## src/verilog/pwmAudioPkg.sv

```systemverilog
`default_nettype none

package pwmAudioPkg;

	localparam int PW_W        = 12;
	localparam int QUEUE_DEPTH = 3;

	typedef logic [PW_W-1:0] pulseWidth_t;
	typedef logic [PW_W-1:0] cycle_t;	// Period length in ticks
	typedef logic [3:0]      interval_t;
	typedef logic signed [15:0] sample_t;
	typedef logic [1:0]      queueCount_t;

endpackage

`default_nettype wire

```

## src/verilog/pwmRegPkg.sv

```systemverilog
`default_nettype none

package pwmRegPkg;

	typedef logic [5:0] regOffset_t;	// Byte offset, bit 0 ignored

	localparam regOffset_t INT_MASK_OFS = 6'h00;
	localparam regOffset_t PWM_CLR_OFS  = 6'h1C;
	localparam regOffset_t PWM_CTRL_OFS = 6'h30;
	localparam regOffset_t CYCLE_OFS    = 6'h32;
	localparam regOffset_t LEFT_PW_OFS  = 6'h34;
	localparam regOffset_t RIGHT_PW_OFS = 6'h36;
	localparam regOffset_t MONO_PW_OFS  = 6'h38;

	// Writable bits per register
	localparam logic [15:0] CTRL_MASK     = 16'h0F9F;
	localparam logic [15:0] CYCLE_MASK    = 16'h0FFF;
	localparam logic [15:0] PW_MASK       = 16'h0FFF;
	localparam logic [15:0] INT_MASK_MASK = 16'h0001;

	typedef struct packed {
		logic       sel;
		logic       write;
		regOffset_t addr;
		logic [1:0] byteEn;	// Upper, lower
		logic [15:0] wdata;
	} regBus_t;

	typedef struct packed {
		logic [3:0] rsvHi;
		logic [3:0] interval;
		logic       rtp;	// DMA request enable
		logic [1:0] rsvMid;
		logic       mono;
		logic [1:0] rmd;
		logic [1:0] lmd;
	} pwmCtrl_t;

endpackage

`default_nettype wire
```

## src/verilog/pwmAudioTop.sv

```systemverilog
`timescale 1ns/1ps
`default_nettype none

module pwmAudioTop (
	input  wire                     CLK,
	input  wire                     RST_N,
	input  wire                     tick,
	input  wire pwmRegPkg::regBus_t bus,
	output logic [15:0]             rdata,
	output logic                    rdValid,
	output pwmAudioPkg::sample_t    sampleL,
	output pwmAudioPkg::sample_t    sampleR,
	output logic                    pwmIrq,
	output logic                    dmaReq
);
	import pwmRegPkg::*;
	import pwmAudioPkg::*;

	pwmCtrl_t    ctrl;
	cycle_t      cycle;
	logic        irqMask;
	logic        irqClear;
	logic        restart;
	logic        pushL;
	logic        pushR;
	pulseWidth_t pwL;
	pulseWidth_t pwR;
	logic        periodEnd;
	logic        pop;
	logic        load;
	logic [1:0]  hasData;
	pulseWidth_t headL;
	pulseWidth_t headR;
	logic        leftFull;
	logic        leftEmpty;
	logic        rightFull;
	logic        rightEmpty;

	pwmRegFile regFile (
		.CLK(CLK), .RST_N(RST_N), .tick(tick), .bus(bus), .periodEnd(periodEnd),
		.irqFlag(pwmIrq), .leftFull(leftFull), .leftEmpty(leftEmpty),
		.rightFull(rightFull), .rightEmpty(rightEmpty), .rdata(rdata), .rdValid(rdValid),
		.ctrl(ctrl), .cycle(cycle), .irqMask(irqMask), .irqClear(irqClear),
		.restart(restart), .pushL(pushL), .pushR(pushR), .pwL(pwL), .pwR(pwR)
	);

	pulseQueue leftQueue (
		.CLK(CLK), .RST_N(RST_N), .push(pushL), .pop(pop), .din(pwL),
		.head(headL), .full(leftFull), .empty(leftEmpty)
	);

	pulseQueue rightQueue (
		.CLK(CLK), .RST_N(RST_N), .push(pushR), .pop(pop), .din(pwR),
		.head(headR), .full(rightFull), .empty(rightEmpty)
	);

	pwmTimer timer (
		.CLK(CLK), .RST_N(RST_N), .tick(tick), .ctrl(ctrl), .cycle(cycle),
		.irqMask(irqMask), .irqClear(irqClear), .restart(restart),
		.leftEmpty(leftEmpty), .rightEmpty(rightEmpty), .periodEnd(periodEnd),
		.pop(pop), .load(load), .hasData(hasData), .irqFlag(pwmIrq), .dmaReq(dmaReq)
	);

	pwmSampleScaler scaler (
		.CLK(CLK), .RST_N(RST_N), .tick(tick), .load(load), .hasData(hasData),
		.mono(ctrl.mono), .cycle(cycle), .headL(headL), .headR(headR),
		.sampleL(sampleL), .sampleR(sampleR)
	);

endmodule

`default_nettype wire

```

## src/verilog/pwmSampleScaler.sv

```systemverilog
`timescale 1ns/1ps
`default_nettype none

module pwmSampleScaler (
	input  wire                           CLK,
	input  wire                           RST_N,
	input  wire                           tick,
	input  wire                           load,
	input  wire [1:0]                     hasData,
	input  wire                           mono,
	input  wire pwmAudioPkg::cycle_t      cycle,
	input  wire pwmAudioPkg::pulseWidth_t headL,
	input  wire pwmAudioPkg::pulseWidth_t headR,
	output pwmAudioPkg::sample_t          sampleL,
	output pwmAudioPkg::sample_t          sampleR
);
	import pwmAudioPkg::*;

	pulseWidth_t dataL;
	pulseWidth_t dataR;
	logic [1:0]  outEn;

	// Offset from mid-cycle, left-justified into 16 bits
	function automatic sample_t toSample(input pulseWidth_t pw, input cycle_t cyc);
		logic [PW_W-1:0] half;
		logic [PW_W-1:0] ofsVal;
		half = {1'b0, cyc[PW_W-1:1]};
		if (pw == '0) ofsVal = '0;
		else if (pw > cyc) ofsVal = half;
		else ofsVal = pw - half;
		if (!cyc[PW_W-1]) return {ofsVal[PW_W-1], ofsVal[9:0], 5'b00000};
		else return {ofsVal, 4'b0000};
	endfunction

	always_ff @(posedge CLK) begin
		if (load) begin
			dataL <= mono ? headR : headL;
			dataR <= headR;
		end
	end

	always_ff @(posedge CLK or negedge RST_N) begin
		if (!RST_N) begin
			outEn   <= 2'b00;
			sampleL <= '0;
			sampleR <= '0;
		end else begin
			if (tick) begin
				if (outEn[1]) sampleL <= toSample(dataL, cycle);
				if (outEn[0]) sampleR <= toSample(dataR, cycle);
			end
			if (load) outEn <= hasData;
			else if (tick) outEn <= 2'b00;	// Only the tick after load
		end
	end

endmodule

`default_nettype wire

```

## src/verilog/pwmTimer.sv

```systemverilog
`timescale 1ns/1ps
`default_nettype none

module pwmTimer (
	input  wire                      CLK,
	input  wire                      RST_N,
	input  wire                      tick,
	input  wire pwmRegPkg::pwmCtrl_t ctrl,
	input  wire pwmAudioPkg::cycle_t cycle,
	input  wire                      irqMask,
	input  wire                      irqClear,
	input  wire                      restart,
	input  wire                      leftEmpty,
	input  wire                      rightEmpty,
	output logic                     periodEnd,
	output logic                     pop,
	output logic                     load,
	output logic [1:0]               hasData,
	output logic                     irqFlag,
	output logic                     dmaReq
);
	import pwmAudioPkg::*;

	cycle_t    cycCnt;
	cycle_t    cycNext;
	interval_t intCnt;
	interval_t intNext;
	interval_t intLimit;
	logic      running;
	logic      intervalEnd;

	assign running   = (ctrl.lmd != 2'b00 || ctrl.rmd != 2'b00) && cycle != '0;
	assign cycNext   = cycCnt + 1'b1;
	assign periodEnd = tick & running & (cycNext == cycle);

	assign intNext     = intCnt + 1'b1;
	assign intLimit    = (ctrl.interval == '0) ? 4'd1 : ctrl.interval;	// 0 counts as 1
	assign intervalEnd = periodEnd & (intNext == intLimit);

	// Heads are sampled before this pop
	assign pop     = periodEnd;
	assign load    = periodEnd;
	assign hasData = ctrl.mono ? {2{~rightEmpty}} : {~leftEmpty, ~rightEmpty};

	always_ff @(posedge CLK or negedge RST_N) begin
		if (!RST_N) begin
			cycCnt <= '0;
			intCnt <= '0;
		end else if (restart) begin
			cycCnt <= '0;
			intCnt <= '0;
		end else if (tick) begin
			if (!running) begin
				cycCnt <= '0;
				intCnt <= '0;
			end else if (periodEnd) begin
				cycCnt <= '0;
				intCnt <= intervalEnd ? '0 : intNext;
			end else begin
				cycCnt <= cycNext;
			end
		end
	end

	always_ff @(posedge CLK or negedge RST_N) begin
		if (!RST_N) begin
			irqFlag <= 1'b0;
			dmaReq  <= 1'b0;
		end else begin
			if (intervalEnd && irqMask) irqFlag <= 1'b1;	// Sticky until cleared
			else if (irqClear) irqFlag <= 1'b0;
			if (tick) dmaReq <= intervalEnd & ctrl.rtp & ~dmaReq;	// One tick wide
		end
	end

endmodule

`default_nettype wire

```

## src/verilog/pulseQueue.sv

```systemverilog
`timescale 1ns/1ps
`default_nettype none

module pulseQueue (
	input  wire                       CLK,
	input  wire                       RST_N,
	input  wire                       push,
	input  wire                       pop,
	input  wire pwmAudioPkg::pulseWidth_t din,
	output pwmAudioPkg::pulseWidth_t  head,
	output logic                      full,
	output logic                      empty
);
	import pwmAudioPkg::*;

	pulseWidth_t mem [QUEUE_DEPTH];
	queueCount_t wrPtr;
	queueCount_t rdPtr;
	queueCount_t count;
	queueCount_t countNext;
	logic        doPush;
	logic        doPop;

	function automatic queueCount_t ptrInc(input queueCount_t ptr);
		return (ptr == queueCount_t'(QUEUE_DEPTH - 1)) ? '0 : ptr + 2'd1;
	endfunction

	assign doPush = push & ~full;	// Full queue drops the push
	assign doPop  = pop & ~empty;
	assign head   = mem[rdPtr];

	always_comb begin
		countNext = count;
		if (doPush && !doPop) countNext = count + 2'd1;
		else if (!doPush && doPop) countNext = count - 2'd1;
	end

	always_ff @(posedge CLK or negedge RST_N) begin
		if (!RST_N) begin
			wrPtr <= '0;
			rdPtr <= '0;
			count <= '0;
			full  <= 1'b0;
			empty <= 1'b1;
		end else begin
			if (doPush) wrPtr <= ptrInc(wrPtr);
			if (doPop) rdPtr <= ptrInc(rdPtr);
			count <= countNext;
			full  <= countNext == queueCount_t'(QUEUE_DEPTH);
			empty <= countNext == '0;
		end
	end

	always_ff @(posedge CLK) begin
		if (doPush) mem[wrPtr] <= din;
	end

endmodule

`default_nettype wire

```

## src/verilog/pwmRegFile.sv

```systemverilog
`timescale 1ns/1ps
`default_nettype none

module pwmRegFile (
	input  wire                       CLK,
	input  wire                       RST_N,
	input  wire                       tick,
	input  wire pwmRegPkg::regBus_t   bus,
	input  wire                       periodEnd,
	input  wire                       irqFlag,
	input  wire                       leftFull,
	input  wire                       leftEmpty,
	input  wire                       rightFull,
	input  wire                       rightEmpty,
	output logic [15:0]               rdata,
	output logic                      rdValid,
	output pwmRegPkg::pwmCtrl_t       ctrl,
	output pwmAudioPkg::cycle_t       cycle,
	output logic                      irqMask,
	output logic                      irqClear,
	output logic                      restart,
	output logic                      pushL,
	output logic                      pushR,
	output pwmAudioPkg::pulseWidth_t  pwL,
	output pwmAudioPkg::pulseWidth_t  pwR
);
	import pwmRegPkg::*;
	import pwmAudioPkg::*;

	regOffset_t  ofs;
	logic        wrEn;
	logic        pendL;
	logic        pendR;
	logic [15:0] ctrlNew;
	logic [15:0] cycleNew;
	logic [15:0] maskNew;
	logic [15:0] pwNewL;
	logic [15:0] pwNewR;

	function automatic logic [15:0] laneWrite(input logic [15:0] cur, input logic [15:0] data,
			input logic [1:0] be, input logic [15:0] mask);
		logic [15:0] res;
		res = cur;
		if (be[1]) res[15:8] = data[15:8] & mask[15:8];
		if (be[0]) res[7:0] = data[7:0] & mask[7:0];
		return res;
	endfunction

	assign ofs  = {bus.addr[5:1], 1'b0};
	assign wrEn = bus.sel & bus.write;

	assign ctrlNew  = laneWrite(ctrl, bus.wdata, bus.byteEn, CTRL_MASK);
	assign cycleNew = laneWrite({{(16-PW_W){1'b0}}, cycle}, bus.wdata, bus.byteEn, CYCLE_MASK);
	assign maskNew  = laneWrite({15'h0000, irqMask}, bus.wdata, bus.byteEn, INT_MASK_MASK);
	assign pwNewL   = laneWrite({{(16-PW_W){1'b0}}, pwL}, bus.wdata, bus.byteEn, PW_MASK);
	assign pwNewR   = laneWrite({{(16-PW_W){1'b0}}, pwR}, bus.wdata, bus.byteEn, PW_MASK);

	assign restart  = wrEn & (ofs == PWM_CTRL_OFS || ofs == CYCLE_OFS);
	assign irqClear = wrEn & (ofs == PWM_CLR_OFS);

	// Pending pushes wait for a tick that does not pop
	assign pushL = pendL & tick & ~periodEnd;
	assign pushR = pendR & tick & ~periodEnd;

	always_ff @(posedge CLK or negedge RST_N) begin
		if (!RST_N) begin
			ctrl    <= '0;
			cycle   <= '0;
			irqMask <= 1'b0;
			pwL     <= '0;
			pwR     <= '0;
			pendL   <= 1'b0;
			pendR   <= 1'b0;
		end else begin
			if (pushL) pendL <= 1'b0;
			if (pushR) pendR <= 1'b0;
			if (wrEn) begin
				case (ofs)
					INT_MASK_OFS: irqMask <= maskNew[0];
					PWM_CTRL_OFS: ctrl <= pwmCtrl_t'(ctrlNew);
					CYCLE_OFS:    cycle <= cycleNew[PW_W-1:0];
					LEFT_PW_OFS: begin
						pwL   <= pwNewL[PW_W-1:0];
						pendL <= 1'b1;
					end
					RIGHT_PW_OFS: begin
						pwR   <= pwNewR[PW_W-1:0];
						pendR <= 1'b1;
					end
					MONO_PW_OFS: begin	// Both channels
						pwL   <= pwNewL[PW_W-1:0];
						pwR   <= pwNewR[PW_W-1:0];
						pendL <= 1'b1;
						pendR <= 1'b1;
					end
					default: ;
				endcase
			end
		end
	end

	always_ff @(posedge CLK or negedge RST_N) begin
		if (!RST_N) begin
			rdata   <= '0;
			rdValid <= 1'b0;
		end else begin
			rdValid <= bus.sel & ~bus.write;
			if (bus.sel && !bus.write) begin
				case (ofs)
					INT_MASK_OFS: rdata <= {12'h000, irqFlag, 2'b00, irqMask};
					PWM_CTRL_OFS: rdata <= ctrl;
					CYCLE_OFS:    rdata <= {{(16-PW_W){1'b0}}, cycle};
					LEFT_PW_OFS:  rdata <= {leftFull, leftEmpty, 14'h0000};
					RIGHT_PW_OFS: rdata <= {rightFull, rightEmpty, 14'h0000};
					MONO_PW_OFS:  rdata <= {rightFull, rightEmpty, 14'h0000};
					default:      rdata <= '0;
				endcase
			end
		end
	end

endmodule

`default_nettype wire

```

## config.mk

```make
export PLATFORM = sky130hd
export DESIGN_NAME = pwmAudioTop
export DESIGN_NICKNAME = d
export VERILOG_FILES = /design/src/verilog/pwmAudioPkg.sv /design/src/verilog/pwmRegPkg.sv /design/src/verilog/pwmAudioTop.sv /design/src/verilog/pwmSampleScaler.sv /design/src/verilog/pwmTimer.sv /design/src/verilog/pulseQueue.sv /design/src/verilog/pwmRegFile.sv
export SDC_FILE = /design/constraint.sdc
export NUM_CORES = 1
export LEC_CHECK = 0
export BUFFER_PORTS_ARGS = -buffer_cell sky130_fd_sc_hd__buf_2
export CAP_MARGIN = 20
export CORE_MARGIN = 2
export CORE_UTILIZATION = 40
export DETAILED_ROUTE_END_ITERATION = 10
export PLACE_DENSITY_LB_ADDON = 0.05
export SLEW_MARGIN = 0
export SYNTH_ARGS = -nofsm -noshare
export SYNTH_HDL_FRONTEND = slang
export SYNTH_HIERARCHICAL = 1
export SYNTH_SLANG_ARGS = --single-unit
```

## constraint.sdc

```tcl
create_clock -name CLK -period 5.6 [get_ports CLK]
set_input_delay 1.12 -clock CLK [delete_from_list [all_inputs] [get_ports CLK]]
set_output_delay 1.12 -clock CLK [all_outputs]
set_load 0.1 [all_outputs]
```

Word-level counts from Yosys, hierarchy flattened --
Memories as Yosys holds them, arrays and structs flattened. Index checks and enable logic that the tools add are counted.
Word-level totals: bits in writable memories 72, output and inout bits 51, memories 2, register bits 158, logic and storage cells 171
Memory list:
- leftQueue.mem | words 3, width 12, read ports 1, clocked after memory_dff 0, wr ports 1, RTL line pulseQueue.sv:16 | pulseWidth_t mem [QUEUE_DEPTH];
- rightQueue.mem | words 3, width 12, read ports 1, clocked after memory_dff 0, wr ports 1, RTL line pulseQueue.sv:16
Cells by class: reduce and logical (&&, ||, !) cells 40, magnitude comparators 2, add/sub/neg operators 12, equality and inequality tests 15, bitwise gates (word level) 24, muxes and demuxes 41
Operators by type and width (number):
- 12-bit two-way mux | 9
- 16-bit one-hot mux with 5 select lines | 1
- 15-bit two-way mux | 2
- 3-bit AND reduction | 9
- 5-bit equality test, second input constant | 5
- 12-bit greater-than comparator | 2
- 12-bit zero test | 2
- 4-bit two-way mux | 6
- 12-bit by 11-bit subtractor with 12-bit output | 2
- 2-bit two-way mux | 11
- 1-bit bitwise AND | 17
- 12-bit by 1-bit adder with 12-bit output, second input constant | 1
- 2-bit by 1-bit adder with 2-bit output, second input constant | 6
- 12-bit equality test | 1
- 2-bit equality test, second input constant | 6
- 1-bit two-way mux | 12
- 12-bit nonzero test | 1
- 2-bit nonzero test | 5
- 1-bit logical AND | 7
- 1-bit NOT | 7
- 6-bit zero test | 1
- 2-bit AND reduction | 3
- 5-bit by 4-bit equality test with 1-bit output, second input constant | 1
- 1-bit zero test | 5
- other kinds (8) | 12

Depth between registers and ports, before layout --
depth in word-level cells 13, gate-level depth with buffers 13

Modules after synthesis --
The synthesis kept the hierarchy.
Modules (own cells, without submodules):
- pwmSampleScaler | area an instance 3912.5 um^2, seq. area each 1371.3 um^2, cells an instance 400, instances 1
- pulseQueue | area an instance 1745.4 um^2, seq. area each 1282.5 um^2, cells an instance 114, instances 2
- pwmRegFile | area an instance 2765.2 um^2, seq. area each 1601.5 um^2, cells an instance 212, instances 1
- pwmTimer | area an instance 1521.5 um^2, seq. area each 450.4 um^2, cells an instance 175, instances 1

Worst setup path after synthesis --
No wires, ideal clock.
path type reg-to-reg, start point reg timer.cycCnt[0], end point mem leftQueue/mem[2][0] in the netlist's numbering, enable pin, cell stages (with the launch flop) 12, buffers on the path 1, clock period less this slack 3.834 ns, arrival time 3.435 ns, required time 5.201 ns, slack 1.766 ns, path through dfrtp_1 > ha_1 > nand2_1 > nor3_1 > mux2_2 > nor3_4 > nor3_4 > buf_4 > nand2b_1 > nor2_1 > or2b_1 > nor3b_1
On the way: word-level cells in the longest chain between the ends 8
RTL lines:
- from (decl) | RTL line pwmTimer.sv:24 | cycle_t cycCnt;
- from (signal assigned) | RTL line pwmTimer.sv:60 | cycCnt <= cycNext;
- 12-bit by 1-bit adder with 12-bit output | RTL line pwmTimer.sv:33 | assign cycNext = cycCnt + 1'b1;
- 12-bit equality test | RTL line pwmTimer.sv:34 | assign periodEnd = tick & running & (cycNext == cycle);
- 1-bit bitwise AND | RTL line pwmTimer.sv:34
- named net load | RTL line pwmAudioTop.sv:30 | logic load;
- 1-bit NOT | RTL line pwmRegFile.sv:62 | assign pushL = pendL & tick & ~periodEnd;
- 1-bit bitwise AND | RTL line pwmRegFile.sv:62
- named net pushL | RTL line pwmAudioTop.sv:24 | logic pushL;
- 1-bit bitwise AND | RTL line pulseQueue.sv:28 | assign doPush = push & ~full;
- 1-bit two-way mux | RTL line pulseQueue.sv:55 | if (doPush) mem[wrPtr] <= din;
- 1-bit two-way mux (not written as such) | RTL line pulseQueue.sv:55
- to (decl) | RTL line pulseQueue.sv:16
The timed path passes the listed nets, and every way through them passes these cells.

Worst setup path in the final report --
start point reg timer.cycCnt[0], end point mem leftQueue/mem[0][2] in the netlist's numbering, enable pin
Same word-level chain as after synthesis.

==> run metrics <==
outcome=finished clean; n_diodes=0; initial antenna violation count=0; Worst-Margin Slew=1.03 ns; die width=175 microns; hold path depth=2; vias in the first global route=7498; CP Data Required Time=5.85 ns; busiest grt layer=met2; layout cells sized above 1=20.8%; H-tree depth=1; RSZ-0062 raised after global routing=no; via count=7821; DR WL/cell=19.3 microns; fin crit share=65.1%; Rel. slew slack=31.2%; Post-DP HPWL=20.3 mm; root buffer cell=clkbuf_16; final setup fails=0; Clock transition at path regs=0.06 ns; fin nets=1152; met2 usage=30.4%; drt pass-1 iters=5; CTS tree=yes; largest net degree at the start of global routing=80; drt via density=5.30; Worst path most repeated cell=nor3_4; Worst VDD drop=0.000282 V; GRT met1 Usage=28.1%; Critical Path Source Type=register; Mapped Cells=1009; Final Instance Area=13100 sq um; total power=4.43 mW; global-route wire length before repair=45.0 mm; Top-Level Pins=80; CP Cell Sequence=ha_1, nand2_1, nor3_1, mux2_2, nor3_4, nor3_4, nand2b_1, nor2_1, or2b_1, nor3_2, buf_4; R2R depth=11; Crit Path Max Fanout=7; postcts setup bufs=0; grt met3 use=2.22%; Total Neg Setup Slack=0 ns; gr usage total=19.0%; GP Congestion=0.787; critical path class=reg2reg; Post-Synthesis Cell Area=11600 sq um; Core ar.=28700 sq um; area grow syn2layout=12.8%; initial core utilization=40.6%; row count=62; CTS Sinks=220; total die area=30500 sq um; LEAKAGE=5.40 nW; Num CTS Buffers=26; Syn Area/Cell=11.5 sq um; I/O Buffers=64; initial DRC count=516; Worst-Skew Late Latency=0.55 ns; HP Class=reg2reg; skew final=0.0141 ns; hold buffers post-CTS=0; DRT antenna net count=0; Hold Violations, Final=0; CP peak stage delay=0.46 ns; Setup crit end kind=register; Die Y=175 microns; # resized after CTS=0; MaxCap Viol Count=0; Power Density=337 nW/um^2; max-slew violations=0; crit path max-delay cell type=nor3_2; critical path arrival=3.90 ns; clk buf depth=3; # DRC=0; total congestion overflow=0; WL final=28.5 mm; Synth Warn #=6; Tmin final=3.64 ns; maximum clock frequency=274 MHz; placed instance area=12300 sq um
## layout by cell type (no fill, tap or decap), drive strengths merged, types with 8 or more instances in the layout
cell type / instances
mux2: 62
nand2b: 10
o21ai: 64
edfxtp: 96
nand4: 13
nor3b: 9
nand3: 31
inv: 35
a21oi: 36
nor2: 42
mux2i: 43
nand2: 106
a22oi: 16
conb: 10
clkinv: 14
nor2b: 12
or3: 9
nor4: 20
xnor2: 28
o211ai: 8
a21o: 11
xor2: 12
dfrtp: 122
ha: 48
nor3: 22
clkbuf: 28
buf: 73
## metal layers
layer | vias to the layer above | wire length, microns | part of all wire [%]
met1 | 3766 | 14000 | 49
met3 | 34 | 1020 | 3.6
met4 | 0 | 509 | 1.8
met5 | - | 0 | 0
met2 | 147 | 13000 | 46
li1 | 3874 | - | -
## area by class of cell
class                      instances  area, sq um
timing repair buffer              73          394
multi-input combinational        718         5300
clock buffer                      28          658
inverter                          34          128
clock inverter                    20          195
tap                              384          480
fill                            2709        15600
sequential                       220         5990
## path summary, 6_finish.rpt
check                                       to  slack [ns]               from
setup reg to reg           leftQueue/mem[0][2]        1.96    timer/cycCnt[0]
setup / recovery           leftQueue/mem[0][2]        1.96    timer/cycCnt[0]
max in group asynchronous       regFile/pwL[1]        3.82              RST_N
hold reg to reg              scaler/sampleL[6]        0.46  scaler/sampleL[6]
hold / removal               scaler/sampleL[6]        0.46  scaler/sampleL[6]
min in group asynchronous      timer/cycCnt[7]        0.60              RST_N
## worst max-delay path, delay by kind of cell (launching register included)
| family | cells | cell delay [ns] |
|---|---|---|
| fa+ha+maj | 1 | 0.30 |
| flops | 1 | 0.43 |
| buf+inv | 1 | 0.28 |
| simple gates | 8 | 1.93 |
| mux | 1 | 0.39 |
## state kept, by name, indices dropped and copies added, names as in the netlist, 4 cells and up
register	cells
scaler/dataL	12
timer/intCnt	4
scaler/dataR	12
timer/cycCnt	12
regFile/cycle	12
scaler/sampleR	12
leftQueue/mem	36
regFile/ctrl	10
regFile/rdata	14
rightQueue/mem	36
regFile/pwR	12
scaler/sampleL	12
regFile/pwL	12
## stage by stage
step / cells / setup WS (ns) / utilization [%] / hold WS, ns
floorplan: 1017 / 1.77 / - / 0.450
global placement: 1429 / 1.91 / 42.8 / 0.444
detailed placement: 1429 / 1.93 / 42.8 / 0.452
CTS: 1477 / 1.89 / 45.8 / 0.465
global route: 1477 / 1.62 / 45.8 / 0.496
finish: 1477 / 1.96 / 45.8 / 0.458
## report_power, final
group,switching [mW],internal [mW]
logic,0.488,0.291
clock network,0.701,0.956
registers,0.170,1.83
total,1.36,3.07
No activity file was read; power rests on OpenSTA's default activity.
